$ cat config.mk
export PLATFORM = sky130hd
export DESIGN_NAME = mips
export DESIGN_NICKNAME = d
export VERILOG_FILES = /design/src/hdl/mipsPkg.sv /design/src/hdl/mipsIfs.sv /design/src/hdl/mips.sv /design/src/hdl/memoryStage.sv /design/src/hdl/executeStage.sv /design/src/hdl/decodeStage.sv /design/src/hdl/registerFile.sv /design/src/hdl/fetchStage.sv
export VERILOG_INCLUDE_DIRS = /design/src /design/src/include
export SDC_FILE = /design/constraint.sdc
export NUM_CORES = 2
export LEC_CHECK = 0
export BUFFER_PORTS_ARGS = -buffer_cell sky130_fd_sc_hd__buf_2
export CORE_ASPECT_RATIO = 0.5
export CORE_MARGIN = 5
export CORE_UTILIZATION = 45
export DETAILED_ROUTE_END_ITERATION = 10
export SYNTH_ARGS = -nofsm -noshare
export SYNTH_HDL_FRONTEND = slang
export SYNTH_SLANG_ARGS = --single-unit
$ cat constraint.sdc
create_clock -name clk -period 13.38 [get_ports clk]
set_clock_uncertainty 0.2 [all_clocks]
set_input_delay 0 -clock clk [delete_from_list [all_inputs] [get_ports clk]]
set_output_delay 0 -clock clk [all_outputs]
set_load 0.005 [all_outputs]
$ cat src/include/mips_cfg.svh
`ifndef MIPS_CFG_SVH
`define MIPS_CFG_SVH

// First fetch address after reset
`define MIPS_RESET_PC 32'h0000_3000
`define MIPS_REG_RA   5'd31  // Link register for jal

// Primary opcode field, instr[31:26]
`define OPC_SPECIAL 6'h00
`define OPC_BEQ     6'h04
`define OPC_JAL     6'h03
`define OPC_ORI     6'h0d
`define OPC_LUI     6'h0f
`define OPC_LW      6'h23
`define OPC_SW      6'h2b

// Funct field of SPECIAL, instr[5:0]
`define FN_JR   6'h08
`define FN_ADDU 6'h21
`define FN_SUBU 6'h23

`endif
$ cat src/hdl/mipsPkg.sv
`default_nettype none

package mipsPkg;

    typedef logic [31:0] wordT;     // Data or address word
    typedef logic [4:0]  regAddrT;  // GPR number

    // Decoded instruction kind
    typedef enum logic [3:0] {
        opNop,
        opAddu,
        opSubu,
        opOri,
        opLui,
        opLw,
        opSw,
        opBeq,
        opJal,
        opJr
    } opcodeE;

    typedef enum logic [1:0] {
        aluAdd,  // Also address calc for lw/sw
        aluSub,
        aluOr,
        aluLui   // Immediate to upper half
    } aluOpE;

    // Cycles until operand needed (Tuse) or result ready (Tnew)
    typedef logic [1:0] stageTimeT;

    // Control decoded once in D, carried down to W
    typedef struct packed {
        opcodeE    op;
        aluOpE     aluOp;
        logic      useImm;    // ALU B from immediate
        logic      memWrite;
        logic      memRead;
        logic      regWrite;  // Never set for r0
        logic      link;      // Result is PC+8
        stageTimeT tnewExec;  // Tnew while in E
    } ctrlS;

endpackage

`default_nettype wire

$ cat src/hdl/mipsIfs.sv
`timescale 1ns/1ps
`default_nettype none

// F to D, plus the PC steering back from D
interface fetchIf;
    import mipsPkg::*;
    wordT pc;
    wordT instr;
    logic hold;      // Keep PC, stall
    logic redirect;  // Take target next
    wordT target;
    modport fetch (output pc, instr, input hold, redirect, target);
    modport decode (input pc, instr, output hold, redirect, target);
endinterface

// D to E register inputs
interface decodeExecIf;
    import mipsPkg::*;
    wordT    pc;
    ctrlS    ctrl;
    regAddrT rsAddr;
    regAddrT rtAddr;
    wordT    rsValue;
    wordT    rtValue;
    wordT    imm;
    regAddrT dest;
    logic    bubble;  // Load a nop into E
    modport decode (output pc, ctrl, rsAddr, rtAddr, rsValue, rtValue, imm, dest, bubble);
    modport exec (input pc, ctrl, rsAddr, rtAddr, rsValue, rtValue, imm, dest, bubble);
endinterface

// Bypass out of the E/M register
interface memBypassIf;
    import mipsPkg::*;
    logic    we;
    regAddrT regAddr;
    wordT    value;
    logic    loadPending;  // lw in M, data not back yet
    modport source (output we, regAddr, value, loadPending);
    modport sink (input we, regAddr, value, loadPending);
endinterface

// M/W register, the GPR write port
interface writebackIf;
    import mipsPkg::*;
    logic    we;
    regAddrT regAddr;
    wordT    value;
    wordT    pc;
    modport source (output we, regAddr, value, pc);
    modport sink (input we, regAddr, value, pc);
endinterface

`default_nettype wire

$ cat src/hdl/mips.sv
`timescale 1ns/1ps
`default_nettype none

module mips (
    input  logic             clk,
    input  logic             reset,
    input  mipsPkg::wordT    instRdata,
    output mipsPkg::wordT    instAddr,     // F PC
    input  mipsPkg::wordT    dataRdata,
    output mipsPkg::wordT    dataAddr,
    output mipsPkg::wordT    dataWdata,
    output logic [3:0]       dataByteen,
    output mipsPkg::wordT    memInstAddr,  // M PC
    output logic             grfWe,
    output mipsPkg::regAddrT grfAddr,
    output mipsPkg::wordT    grfWdata,
    output mipsPkg::wordT    wbInstAddr    // W PC
);
    import mipsPkg::*;

    regAddrT   execDest;
    logic      execWe;
    stageTimeT execTnew;
    wordT      execResult;
    wordT      execStoreData;
    ctrlS      execCtrl;
    regAddrT   execRegDest;
    wordT      execPc;

    fetchIf      fetchBus ();
    decodeExecIf decodeExecBus ();
    memBypassIf  memBypassBus ();
    writebackIf  writebackBus ();

    fetchStage fetchUnit (
        .clk      (clk),
        .reset    (reset),
        .instAddr (instAddr),
        .instRdata(instRdata),
        .fetch    (fetchBus)
    );

    decodeStage decodeUnit (
        .clk      (clk),
        .reset    (reset),
        .fetch    (fetchBus),
        .toExec   (decodeExecBus),
        .memBypass(memBypassBus),
        .wb       (writebackBus),
        .execDest (execDest),
        .execWe   (execWe),
        .execTnew (execTnew)
    );

    executeStage executeUnit (
        .clk       (clk),
        .reset     (reset),
        .fromDecode(decodeExecBus),
        .memBypass (memBypassBus),
        .wb        (writebackBus),
        .execDest  (execDest),
        .execWe    (execWe),
        .execTnew  (execTnew),
        .result    (execResult),
        .storeData (execStoreData),
        .ctrl      (execCtrl),
        .dest      (execRegDest),
        .pc        (execPc)
    );

    memoryStage memoryUnit (
        .clk        (clk),
        .reset      (reset),
        .result     (execResult),
        .storeData  (execStoreData),
        .ctrl       (execCtrl),
        .dest       (execRegDest),
        .pc         (execPc),
        .dataAddr   (dataAddr),
        .dataWdata  (dataWdata),
        .dataByteen (dataByteen),
        .dataRdata  (dataRdata),
        .memInstAddr(memInstAddr),
        .memBypass  (memBypassBus),
        .wb         (writebackBus)
    );

    // GRF write port trace
    assign grfWe      = writebackBus.we;
    assign grfAddr    = writebackBus.regAddr;
    assign grfWdata   = writebackBus.value;
    assign wbInstAddr = writebackBus.pc;

endmodule

`default_nettype wire

$ cat src/hdl/memoryStage.sv
`timescale 1ns/1ps
`default_nettype none

module memoryStage (
    input  logic             clk,
    input  logic             reset,
    input  mipsPkg::wordT    result,
    input  mipsPkg::wordT    storeData,
    input  mipsPkg::ctrlS    ctrl,
    input  mipsPkg::regAddrT dest,
    input  mipsPkg::wordT    pc,
    output mipsPkg::wordT    dataAddr,
    output mipsPkg::wordT    dataWdata,
    output logic [3:0]       dataByteen,
    input  mipsPkg::wordT    dataRdata,  // Combinational read
    output mipsPkg::wordT    memInstAddr,
    memBypassIf.source       memBypass,
    writebackIf.source       wb
);
    import mipsPkg::*;

    ctrlS    mCtrl;
    regAddrT mDest;
    wordT    mPc;
    wordT    mResult;
    wordT    mStoreData;

    // E/M register
    always_ff @(posedge clk) begin
        if (reset) begin
            mCtrl <= '0;
            mDest <= '0;
            mPc   <= '0;
        end else begin
            mCtrl <= ctrl;
            mDest <= dest;
            mPc   <= pc;
        end
    end

    always_ff @(posedge clk) begin
        mResult    <= result;
        mStoreData <= storeData;
    end

    assign memBypass.we          = mCtrl.regWrite;
    assign memBypass.regAddr     = mDest;
    assign memBypass.value       = mResult;
    assign memBypass.loadPending = mCtrl.memRead;

    // Data bus, word access only
    assign dataAddr    = mResult;
    assign dataWdata   = (wb.we && wb.regAddr == mDest) ? wb.value : mStoreData;  // lw then sw
    assign dataByteen  = mCtrl.memWrite ? 4'b1111 : 4'b0000;
    assign memInstAddr = mPc;

    // M/W register
    always_ff @(posedge clk) begin
        if (reset) begin
            wb.we      <= 1'b0;
            wb.regAddr <= '0;
            wb.pc      <= '0;
        end else begin
            wb.we      <= mCtrl.regWrite;
            wb.regAddr <= mDest;
            wb.pc      <= mPc;
        end
    end

    always_ff @(posedge clk) begin
        wb.value <= mCtrl.memRead ? dataRdata : mResult;
    end

endmodule

`default_nettype wire

$ cat src/hdl/executeStage.sv
`timescale 1ns/1ps
`default_nettype none

module executeStage (
    input  logic               clk,
    input  logic               reset,
    decodeExecIf.exec          fromDecode,
    memBypassIf.sink           memBypass,
    writebackIf.sink           wb,
    output mipsPkg::regAddrT   execDest,  // Back to D for stall checks
    output logic               execWe,
    output mipsPkg::stageTimeT execTnew,
    output mipsPkg::wordT      result,
    output mipsPkg::wordT      storeData,
    output mipsPkg::ctrlS      ctrl,
    output mipsPkg::regAddrT   dest,
    output mipsPkg::wordT      pc
);
    import mipsPkg::*;

    regAddrT rsAddr;
    regAddrT rtAddr;
    wordT    rsValue;
    wordT    rtValue;
    wordT    imm;
    wordT    srcA;
    wordT    srcB;
    wordT    aluResult;

    // D/E register, a bubble loads a nop
    always_ff @(posedge clk) begin
        if (reset || fromDecode.bubble) begin
            ctrl   <= '0;
            dest   <= '0;
            pc     <= '0;
            rsAddr <= '0;
            rtAddr <= '0;
        end else begin
            ctrl   <= fromDecode.ctrl;
            dest   <= fromDecode.dest;
            pc     <= fromDecode.pc;
            rsAddr <= fromDecode.rsAddr;
            rtAddr <= fromDecode.rtAddr;
        end
    end

    always_ff @(posedge clk) begin
        rsValue <= fromDecode.rsValue;
        rtValue <= fromDecode.rtValue;
        imm     <= fromDecode.imm;
    end

    // M, then W, then the value read in D
    assign srcA = (memBypass.we && !memBypass.loadPending && memBypass.regAddr == rsAddr) ?
                  memBypass.value : (wb.we && wb.regAddr == rsAddr) ? wb.value : rsValue;
    assign storeData = (memBypass.we && !memBypass.loadPending && memBypass.regAddr == rtAddr) ?
                       memBypass.value : (wb.we && wb.regAddr == rtAddr) ? wb.value : rtValue;
    assign srcB = ctrl.useImm ? imm : storeData;

    always_comb begin
        case (ctrl.aluOp)
            aluAdd:  aluResult = srcA + srcB;
            aluSub:  aluResult = srcA - srcB;
            aluOr:   aluResult = srcA | srcB;
            aluLui:  aluResult = {srcB[15:0], 16'h0};
            default: aluResult = srcA + srcB;
        endcase
    end

    assign result = ctrl.link ? pc + 32'd8 : aluResult;  // jal link past delay slot

    assign execDest = dest;
    assign execWe   = ctrl.regWrite;
    assign execTnew = ctrl.tnewExec;

endmodule

`default_nettype wire

$ cat src/hdl/decodeStage.sv
`timescale 1ns/1ps
`default_nettype none
`include "mips_cfg.svh"

module decodeStage (
    input  logic               clk,
    input  logic               reset,
    fetchIf.decode             fetch,
    decodeExecIf.decode        toExec,
    memBypassIf.sink           memBypass,
    writebackIf.sink           wb,
    input  mipsPkg::regAddrT   execDest,  // Producer now in E
    input  logic               execWe,
    input  mipsPkg::stageTimeT execTnew
);
    import mipsPkg::*;

    wordT      dInstr;
    wordT      dPc;
    wordT      pcPlus4;
    wordT      imm;
    wordT      rfRs;
    wordT      rfRt;
    wordT      rsFwd;
    wordT      rtFwd;
    regAddrT   rs;
    regAddrT   rt;
    regAddrT   rd;
    regAddrT   dest;
    opcodeE    op;
    ctrlS      ctrl;
    stageTimeT tuseRs;
    stageTimeT tuseRt;
    stageTimeT memTnew;
    logic      stallRs;
    logic      stallRt;
    logic      stall;

    // F/D register, frozen on stall
    always_ff @(posedge clk) begin
        if (reset) begin
            dInstr <= '0;  // nop
            dPc    <= '0;
        end else if (!stall) begin
            dInstr <= fetch.instr;
            dPc    <= fetch.pc;
        end
    end

    assign rs      = dInstr[25:21];
    assign rt      = dInstr[20:16];
    assign rd      = dInstr[15:11];
    assign pcPlus4 = dPc + 32'd4;
    // Zero extend for ori/lui, sign extend otherwise
    assign imm = (op == opOri || op == opLui) ? {16'h0, dInstr[15:0]}
                                              : {{16{dInstr[15]}}, dInstr[15:0]};

    registerFile regFile (
        .clk    (clk),
        .reset  (reset),
        .rsAddr (rs),
        .rtAddr (rt),
        .rsValue(rfRs),
        .rtValue(rfRt),
        .wb     (wb)
    );

    // M first, then W; a pending load is covered by the stall
    assign rsFwd = (memBypass.we && !memBypass.loadPending && memBypass.regAddr == rs) ?
                   memBypass.value : (wb.we && wb.regAddr == rs) ? wb.value : rfRs;
    assign rtFwd = (memBypass.we && !memBypass.loadPending && memBypass.regAddr == rt) ?
                   memBypass.value : (wb.we && wb.regAddr == rt) ? wb.value : rfRt;

    always_comb begin
        case (dInstr[31:26])
            `OPC_SPECIAL: begin
                case (dInstr[5:0])
                    `FN_ADDU: op = opAddu;
                    `FN_SUBU: op = opSubu;
                    `FN_JR:   op = opJr;
                    default:  op = opNop;  // All-zero word lands here
                endcase
            end
            `OPC_ORI: op = opOri;
            `OPC_LUI: op = opLui;
            `OPC_LW:  op = opLw;
            `OPC_SW:  op = opSw;
            `OPC_BEQ: op = opBeq;
            `OPC_JAL: op = opJal;
            default:  op = opNop;
        endcase
    end

    // Control, destination and Tuse; Tuse 3 means source unused
    always_comb begin
        ctrl    = '0;
        ctrl.op = op;
        dest    = rt;  // sw keeps rt here for store-data forwarding
        tuseRs  = 2'd3;
        tuseRt  = 2'd3;
        case (op)
            opAddu, opSubu: begin
                ctrl.aluOp    = (op == opSubu) ? aluSub : aluAdd;
                ctrl.regWrite = 1'b1;
                ctrl.tnewExec = 2'd1;
                dest          = rd;
                tuseRs        = 2'd1;
                tuseRt        = 2'd1;
            end
            opOri, opLui: begin
                ctrl.aluOp    = (op == opLui) ? aluLui : aluOr;
                ctrl.useImm   = 1'b1;
                ctrl.regWrite = 1'b1;
                ctrl.tnewExec = 2'd1;
                tuseRs        = (op == opOri) ? 2'd1 : 2'd3;
            end
            opLw: begin
                ctrl.useImm   = 1'b1;
                ctrl.memRead  = 1'b1;
                ctrl.regWrite = 1'b1;
                ctrl.tnewExec = 2'd2;  // Data back in W
                tuseRs        = 2'd1;
            end
            opSw: begin
                ctrl.useImm   = 1'b1;
                ctrl.memWrite = 1'b1;
                tuseRs        = 2'd1;
                tuseRt        = 2'd2;  // Store data needed in M
            end
            opBeq: begin
                tuseRs = 2'd0;  // Compared here in D
                tuseRt = 2'd0;
            end
            opJal: begin
                ctrl.link     = 1'b1;
                ctrl.regWrite = 1'b1;
                ctrl.tnewExec = 2'd1;
                dest          = `MIPS_REG_RA;
            end
            opJr: tuseRs = 2'd0;
            default: ;
        endcase
        ctrl.regWrite = ctrl.regWrite && (dest != '0);  // r0 never a producer
    end

    // Branch and jump targets
    always_comb begin
        fetch.redirect = 1'b0;
        fetch.target   = pcPlus4 + {imm[29:0], 2'b00};
        case (op)
            opBeq: fetch.redirect = (rsFwd == rtFwd);
            opJal: begin
                fetch.redirect = 1'b1;
                fetch.target   = {pcPlus4[31:28], dInstr[25:0], 2'b00};
            end
            opJr: begin
                fetch.redirect = 1'b1;
                fetch.target   = rsFwd;
            end
            default: ;
        endcase
    end

    // Stall while Tuse < Tnew of a matching producer in E or M
    assign memTnew = memBypass.loadPending ? 2'd1 : 2'd0;
    assign stallRs = (execWe && execDest == rs && tuseRs < execTnew) ||
                     (memBypass.we && memBypass.regAddr == rs && tuseRs < memTnew);
    assign stallRt = (execWe && execDest == rt && tuseRt < execTnew) ||
                     (memBypass.we && memBypass.regAddr == rt && tuseRt < memTnew);
    assign stall   = stallRs || stallRt;

    assign fetch.hold     = stall;
    assign toExec.bubble  = stall;
    assign toExec.pc      = dPc;
    assign toExec.ctrl    = ctrl;
    assign toExec.rsAddr  = rs;
    assign toExec.rtAddr  = rt;
    assign toExec.rsValue = rsFwd;
    assign toExec.rtValue = rtFwd;
    assign toExec.imm     = imm;
    assign toExec.dest    = dest;

endmodule

`default_nettype wire

$ cat src/hdl/registerFile.sv
`timescale 1ns/1ps
`default_nettype none

module registerFile (
    input  logic             clk,
    input  logic             reset,
    input  mipsPkg::regAddrT rsAddr,
    input  mipsPkg::regAddrT rtAddr,
    output mipsPkg::wordT    rsValue,
    output mipsPkg::wordT    rtValue,
    writebackIf.sink         wb
);
    import mipsPkg::*;

    wordT regs [0:31];

    always_ff @(posedge clk) begin
        if (reset) begin
            for (int i = 0; i < 32; i++) begin
                regs[i] <= '0;
            end
        end else if (wb.we && wb.regAddr != '0) begin
            regs[wb.regAddr] <= wb.value;
        end
    end

    // Write-through so D sees W's result in the same cycle
    assign rsValue = (rsAddr == '0) ? '0 :
                     (wb.we && wb.regAddr == rsAddr) ? wb.value : regs[rsAddr];
    assign rtValue = (rtAddr == '0) ? '0 :
                     (wb.we && wb.regAddr == rtAddr) ? wb.value : regs[rtAddr];

endmodule

`default_nettype wire

$ cat src/hdl/fetchStage.sv
`timescale 1ns/1ps
`default_nettype none
`include "mips_cfg.svh"

module fetchStage (
    input  logic          clk,
    input  logic          reset,
    output mipsPkg::wordT instAddr,   // To instruction memory
    input  mipsPkg::wordT instRdata,  // Comes back same cycle
    fetchIf.fetch         fetch
);
    import mipsPkg::*;

    wordT pc;
    wordT nextPc;

    // Hold beats redirect, a stalled branch may see stale operands
    always_comb begin
        if (fetch.hold) begin
            nextPc = pc;
        end else if (fetch.redirect) begin
            nextPc = fetch.target;
        end else begin
            nextPc = pc + 32'd4;  // Sequential, also the delay slot
        end
    end

    always_ff @(posedge clk) begin
        if (reset) begin
            pc <= `MIPS_RESET_PC;
        end else begin
            pc <= nextPc;
        end
    end

    assign instAddr    = pc;
    assign fetch.pc    = pc;
    assign fetch.instr = instRdata;

endmodule

`default_nettype wire

Yosys cells after proc, flatten, opt, wreduce, memory -nomap -nowiden
Memories as Yosys holds them, arrays and structs flattened. A register that Yosys moved wholly into a read port is not among the register bits.
Index checks and enable logic that the tools add are counted.
- register bits: 421
- memory bits (writable): 1024
- bits of input ports: 66
- output and inout port bits: 202
- logic and storage cells: 163
- memories kept: 1
- add/sub/neg operators: 6
- order comparisons: 4
- equal/unequal tests: 33
- muxes and demuxes: 48
- bitwise gates (word level): 1
- reduce and logical (&&, ||, !) cells: 41
- memories (name ; depth ; bits a word ; read ports ; clocked after memory_dff ; wr ports ; RTL line ; source):
    decodeUnit.regFile.regs ; 32 ; 32 ; 2 ; 2 ; 32 ; registerFile.sv:15 ; wordT regs [0:31];
- operator list (kind ; count):
    $mux 32 ; 16
    $pmux 32 s4 ; 1
    $add 32x3->32 const B ; 2
    $add 32x32->32 ; 2
    $pmux 32 s2 ; 1
    $eq 5x5->1 ; 11
    $add 32x4->32 const B ; 1
    $eq 32x32->1 ; 1
    $or 32x32->32 ; 1
    $reduce_or 32->1 ; 1
    $sub 32x32->32 ; 1
    $mux 30 ; 1
    $pmux 4 s7 ; 1
    $mux 5 ; 5
    $eq 6x6->1 const B ; 4
    $logic_and 1x1->1 ; 20
    $eq 6x4->1 const B ; 3
    $eq 4x3->1 const B ; 4
    $mux 1 ; 14
    $pmux 2 s3 ; 2
    $pmux 4 s3 ; 1
    $logic_not 5->1 ; 2
    $pmux 5 s2 ; 1
    $reduce_bool 5->1 ; 2
    20 further kinds ; 35

Longest topological paths before layout
- depth after elaboration: 12
- gate-level depth with buffers: 28
- gate-level depth less buffers: 25

Modules after synthesis
From an unflattened synthesis, not the netlist that was laid out.
- cells, all modules: 6608
- area total of the unflattened synthesis: 79974.2 sq um
- modules (own cells, without submodules) (module ; times used ; cells an instance ; area each (sq um)):
    registerFile ; 1 ; 3802 ; 55061.6
    executeStage ; 1 ; 1130 ; 9505.4
    decodeStage ; 1 ; 975 ; 7751.2
    memoryStage ; 1 ; 374 ; 5243.8
    fetchStage ; 1 ; 327 ; 2412.3

Least setup slack after synthesis
OpenSTA, ideal clock, no wires.
- kind: flip-flop to flip-flop
- start: reg memoryUnit.wb.regAddr[2]
- end: reg memoryUnit.mResult[28], in the netlist memoryUnit.dataAddr[28]
- library setup time: 0.121 ns
- arrival: 5.140 ns
- setup slack: 7.919 ns
- cell stages (with the launch flop): 26
- buffers on the path: 3
- period minus slack after synthesis: 5.461 ns
- cell sequence: dfxtp_1 clkbuf_1 xor2_1 nor4_1 and3_1 clkbuf_1 buf_1 mux2i_1 nand2_1 o21ai_0 ha_1 inv_1 fa_1 a21o_1 a21oi_1 nor2b_1 o21a_1 o31ai_1 a211oi_1 o21a_1 o21a_1 o211ai_1 nand2b_1 a31oi_1 mux2i_1 nand2_1
- cells in the longest elaborated chain, start to end: 8
- ends and longest elaborated chain (what ; RTL line ; source):
    start: declaration ; mipsIfs.sv:50 ; modport source (output we, regAddr, value, pc);
    start signal: assignment ; memoryStage.sv:65 ; wb.regAddr <= mDest;
    $eq 5x5->1 ; executeStage.sv:57 ; memBypass.value : (wb.we && wb.regAddr == rtAddr) ? wb.value : rtValue;
    $logic_and 1x1->1 ; executeStage.sv:57 ;
    $mux 32 ; executeStage.sv:57 ;
    $mux 32 ; executeStage.sv:56 ; assign storeData = (memBypass.we && !memBypass.loadPending && memBypass.regAddr == rtAddr) ?
    $mux 32 ; executeStage.sv:58 ; assign srcB = ctrl.useImm ? imm : storeData;
    $sub 32x32->32 (tied with other cells) ; executeStage.sv:63 ; aluSub: aluResult = srcA - srcB;
    $pmux 32 s4 (*) ; executeStage.sv:61 ; case (ctrl.aluOp)
    $mux 32 (*) ; executeStage.sv:70 ; assign result = ctrl.link ? pc + 32'd8 : aluResult;
    named net execResult[28] ; mips.sv:24 ; wordT execResult;
    end signal: assignment ; memoryStage.sv:42 ; mResult <= result;
    end: declaration ; memoryStage.sv:25 ; wordT mResult;
The timed path passes the listed nets; every way through them passes the cells marked *.
A chain may end at the register's enable or synchronous reset.

Worst setup path in the final report
- start: reg memoryUnit.mCtrl, in the netlist memoryUnit.memBypass.loadPending
- end: reg memoryUnit.mResult[28], in the netlist memoryUnit.dataAddr[28]
- cells in the longest elaborated chain, start to end: 8
- ends and longest elaborated chain (what ; RTL line ; source):
    start: declaration ; memoryStage.sv:22 ; ctrlS mCtrl;
    start signal: assignment ; memoryStage.sv:35 ; mCtrl <= ctrl;
    $logic_not 1->1 (*) ; executeStage.sv:56 ;
    $logic_and 1x1->1 (*) (2 in series) ; executeStage.sv:56 ;
    $mux 32 (*) ; executeStage.sv:56 ;
    named net execStoreData[3] ; mips.sv:25 ; wordT execStoreData;
    $mux 32 (*) ; executeStage.sv:58 ;
    $sub 32x32->32 / $add 32x32->32 (equally long branches) ; executeStage.sv:63, executeStage.sv:62 ;
    $pmux 32 s4 (*) ; executeStage.sv:61 ;
    $mux 32 (*) ; executeStage.sv:70 ;
    named net execResult[28] ; mips.sv:24 ;
Marks and branches as above.

==> results.json <==
{
  "grt-ovfl-total": 0,
  "seqCellArea_um2": 39100,
  "cpLargestDelayFamily": "simple AND/OR/NAND/NOR gates",
  "antenna_found_initial": 36,
  "nFillCells": 14843,
  "io_pins": 268,
  "worst_pin_slew_ns": 1.42,
  "ir_drop_mv": 0.140,
  "die_w_um": 600,
  "drv_slew": 0,
  "reg2reg_from": "memoryUnit.memBypass.loadPending$_SDFF_PP0_",
  "grt_max_degree": 109,
  "routed_via_density": 6.63,
  "r2r_cells": 23,
  "vias": 60661,
  "cts_tree": "yes",
  "initial_core_util": 0.452,
  "synth.avg_cell_area_um2": 12.0,
  "finalSetupViolCount": 0,
  "max_stage_delay_ns": 0.96,
  "switching_share": 0.336,
  "synth_largest_area_cell": "edfxtp_1",
  "cts_resized": 0,
  "hold_viol_final": 0,
  "multiInputGateArea_um2": 36800,
  "power_frac_seq": 0.430,
  "clkTransAtPathRegs_ns": 0.07,
  "post-route-period-util": 0.564,
  "tns_ns": 0,
  "dieHeight_um": 305,
  "fin_area_um2": 88200,
  "path_max_fanout": 45,
  "rows": 108,
  "synth_area_um2": 78300,
  "hold_path.class": "in -> reg",
  "outcome": "finished clean",
  "critical_path_buf_inv_count": 1,
  "crit_top_cell": "a21oi_1",
  "grt_pass1_vias": 58542,
  "wl_um": 322000,
  "ys_ff_latch": 1441,
  "critical_path_required_ns": 13.88,
  "crit_type": "reg -> reg",
  "power.share.clock": 0.340,
  "p_int_mw": 8.36,
  "worstSkewPairLatency_ns": 0.83,
  "synth_edf_count": 1024,
  "numCtsBuffers": 150,
  "switchingPower_mw": 4.24,
  "end_kind": "flop",
  "async_reset_ff_frac": 0,
  "synthCells": 6546,
  "die_area_um2": 183000,
  "cts.htree.levels": 4,
  "p_per_area_nw_per_um2": 143,
  "r2r-end": "memoryUnit.dataAddr[28]$_DFF_P_",
  "yosysUniqueCellTypes": 100,
  "slew_headroom": 0.0555,
  "cts_root_buf": "clkbuf_16",
  "worstPathArrival_ns": 8.05,
  "cts.sinks": 1441,
  "setup.worst_path.start": "memoryUnit.memBypass.loadPending$_SDFF_PP0_",
  "synth-warning-count": 0,
  "drtIter0Drc": 10411,
  "drt_first_pass_iters": 10,
  "period_needed_ns": 7.55,
  "numPortBuffers": 267,
  "coreArea_um2": 173000,
  "grt_use_total": 0.342,
  "ys_seq_area_frac": 0.500,
  "gp_congestion": 0.977,
  "r2r_slack_ns": 5.83,
  "layout-drive-gt1-share": 0.194,
  "clock.fmax_mhz": 132,
  "synth_top_cell_area_share": 0.393,
  "critPathCapture": "memoryUnit.dataAddr[28]$_DFF_P_",
  "rsz0062_at_grt": "false",
  "antenna_left": 0,
  "layout.nets": 6852,
  "ys_top_cells_by_area": "edfxtp_1 (39%), mux4_2 (12%), dfxtp_1 (11%)",
  "dp.final_hpwl_um": 202000,
  "post-route-drc-count": 0,
  "leakagePower_nw": 32.6,
  "grt_first_pass_wirelength_um": 447000,
  "start_kind": "flop",
  "pwr-share-comb": 0.230,
  "area_delta_synth_final_pct": 12.7,
  "cts_max_path_buffers": 4,
  "max_cap_viol_count": 0,
  "critPathSlowestCell": "dfxtp_2",
  "dominantRegCellSynth": "edfxtp_1",
  "wl_per_cell_um": 35.2,
  "placed_area_um2": 82100,
  "worstPathCellList": "nor2b_1, nand2_1, or2_1, buf_4, a31oi_1, mux2i_1, nand4_1, nor4_2, a21oi_1, xor2_1, ha_1, a21oi_1, o21bai_1, a21oi_1, a21oi_1, nand4bb_1, o21a_1, o21a_1, o211ai_1, nand2b_1, a31oi_1, mux2i_1, nand2_1",
  "cp_num_cells": 23
}
==> logic make-up (layout without fill, tap and decap cells) <==
family                   after synthesis  after routing  synth area share
AND/OR/NAND/NOR                     2183           2183             0.152
flip-flops                          1441           1441             0.500
AO/OA/AOI/OAI                       1075           1075            0.0932
multiplexers                         864            864             0.179
buffers and inverters                691            935            0.0396
XOR/XNOR                             222            222            0.0248
adder cells (fa/ha/maj)               69             69            0.0112
other                                  1             45         0.0000479
==> through the flow <==
stage	hold WS (ns)	utilization	cells	power, mW	setup WS (ns)
finish	0.129	0.510	9144	12.6	5.83
global route	0.125	0.509	9133	12.9	5.45
CTS	0.0450	0.509	9130	12.4	5.86
detailed placement	0.0350	0.474	8744	8.21	5.90
global placement	0.0304	0.474	8743	8.19	5.99
floorplan	-0.0873	-	6577	6.78	7.92
==> cell type report <==
type | instances | area share
clock buffers | 191 | 0.0468
diodes | 13 | 0.000369
multi-input cells | 4445 | 0.417
well taps | 2310 | 0.0328
flip-flops and latches | 1441 | 0.444
clock inverters | 65 | 0.00757
repair buffers | 615 | 0.0493
inverters | 64 | 0.00278
==> power groups by stage <==
stage	combinational, mW	clock, mW	sequential (mW)
finish	2.90	4.28	5.42
global route	2.96	4.47	5.42
CTS	2.76	4.29	5.39
detailed placement	2.73	0	5.49
global placement	2.71	0	5.48
floorplan	1.47	0	5.31
==> flip-flops by register name, indices dropped and copies added, names as in the netlist, 18 cells and up, named ones only <==
| name | count |
|---|---|
| decodeUnit.regFile.regs | 1024 |
| decodeUnit.dInstr | 32 |
| decodeUnit.toExec.pc | 32 |
| executeUnit.pc | 32 |
| executeUnit.rsValue | 32 |
| executeUnit.rtValue | 32 |
| fetchUnit.fetch.pc | 32 |
| memoryUnit.dataAddr | 32 |
| memoryUnit.mStoreData | 32 |
| memoryUnit.memInstAddr | 32 |
| memoryUnit.wb.pc | 32 |
| memoryUnit.wb.value | 32 |
| executeUnit.imm | 18 |
==> worst reg2reg max path, delay by kind of cell (launching register included) <==
| kind | cells | cell delay [ns] |
|---|---|---|
| AND/OR/NAND/NOR | 8 | 2.60 |
| buffers and inverters | 1 | 0.41 |
| adder cells (fa/ha/maj) | 1 | 0.39 |
| XOR/XNOR | 1 | 0.19 |
| multiplexers | 2 | 0.73 |
| AO/OA/AOI/OAI | 10 | 1.98 |
| flip-flops | 1 | 0.96 |
==> metal layers <==
layer / global-route usage / vias to the layer above / share of wire
met5: 0 / - / 0.00024
met4: 0.172 / 8 / 0.061
met3: 0.112 / 1011 / 0.14
met2: 0.510 / 4474 / 0.43
met1: 0.449 / 30418 / 0.37
li1: - / 24750 / -
==> timing repair <==
action / 4_1_cts / 5_1_grt
hold buffers: 130 / 0
setup buffers: 0 / 0
hold endpoints to repair: 111 / 0
==> worst min path at each step <==
stage | slack [ns] | cells past startpoint | startpoint | endpoint
after detailed placement | 0.04 | 2 | dataRdata[26] | memoryUnit.wb.value[26]$_DFF_P_
after CTS | 0.05 | 4 | instRdata[21] | flop
after global placement | 0.03 | 2 | dataRdata[26] | memoryUnit.wb.value[26]$_DFF_P_
after floorplan | -0.09 | 2 | dataRdata[16] | memoryUnit.wb.value[16]$_DFF_P_
after global routing | 0.12 | 4 | instRdata[21] | flop
final | 0.13 | 4 | instRdata[21] | flop
==> cells in the final DEF, fill, tap and decap left out, types with 40 or more instances in the layout <==
master | Yosys | routed
mux4_2 | 421 | 421
ha_1 | 67 | 67
clkbuf_16 | 0 | 157
a21oi_1 | 333 | 333
edfxtp_1 | 1024 | 1024
dfxtp_1 | 417 | 407
dlygate4sd3_1 | 0 | 130
buf_4 | 23 | 213
xnor2_1 | 121 | 121
a221oi_1 | 147 | 143
o21ai_0 | 131 | 99
and3_1 | 75 | 73
buf_2 | 83 | 266
and2_1 | 971 | 971
nor2b_1 | 98 | 95
a21o_1 | 47 | 47
inv_1 | 61 | 59
nand2_1 | 306 | 306
a31oi_1 | 40 | 40
nor2_1 | 308 | 274
xor2_1 | 101 | 101
mux2i_1 | 364 | 364
nor3_1 | 136 | 132
nand3_1 | 118 | 115
mux2_2 | 78 | 78
a22oi_1 | 69 | 69
a211oi_1 | 58 | 57
==> cells in the mapped netlist, types with 22 or more instances <==
cell type	count
o21ai_0	131
o21a_1	22
nand2_1	306
buf_4	23
buf_1	46
mux2_2	78
dfxtp_1	417
nor2b_1	98
nor3_1	136
nor2_1	308
a21o_1	47
a221oi_1	147
edfxtp_1	1024
inv_1	61
ha_1	67
mux4_2	421
a211oi_1	58
a22oi_1	69
nand3_1	118
xor2_1	101
o22ai_1	30
a31oi_1	40
clkbuf_1	426
buf_2	83
mux2i_1	364
xnor2_1	121
a21oi_1	333
and3_1	75
nand4_1	35
nand2b_1	35
buf_6	30
and2_1	971
o21bai_1	23
No activity file was read; power rests on OpenSTA's default activity.
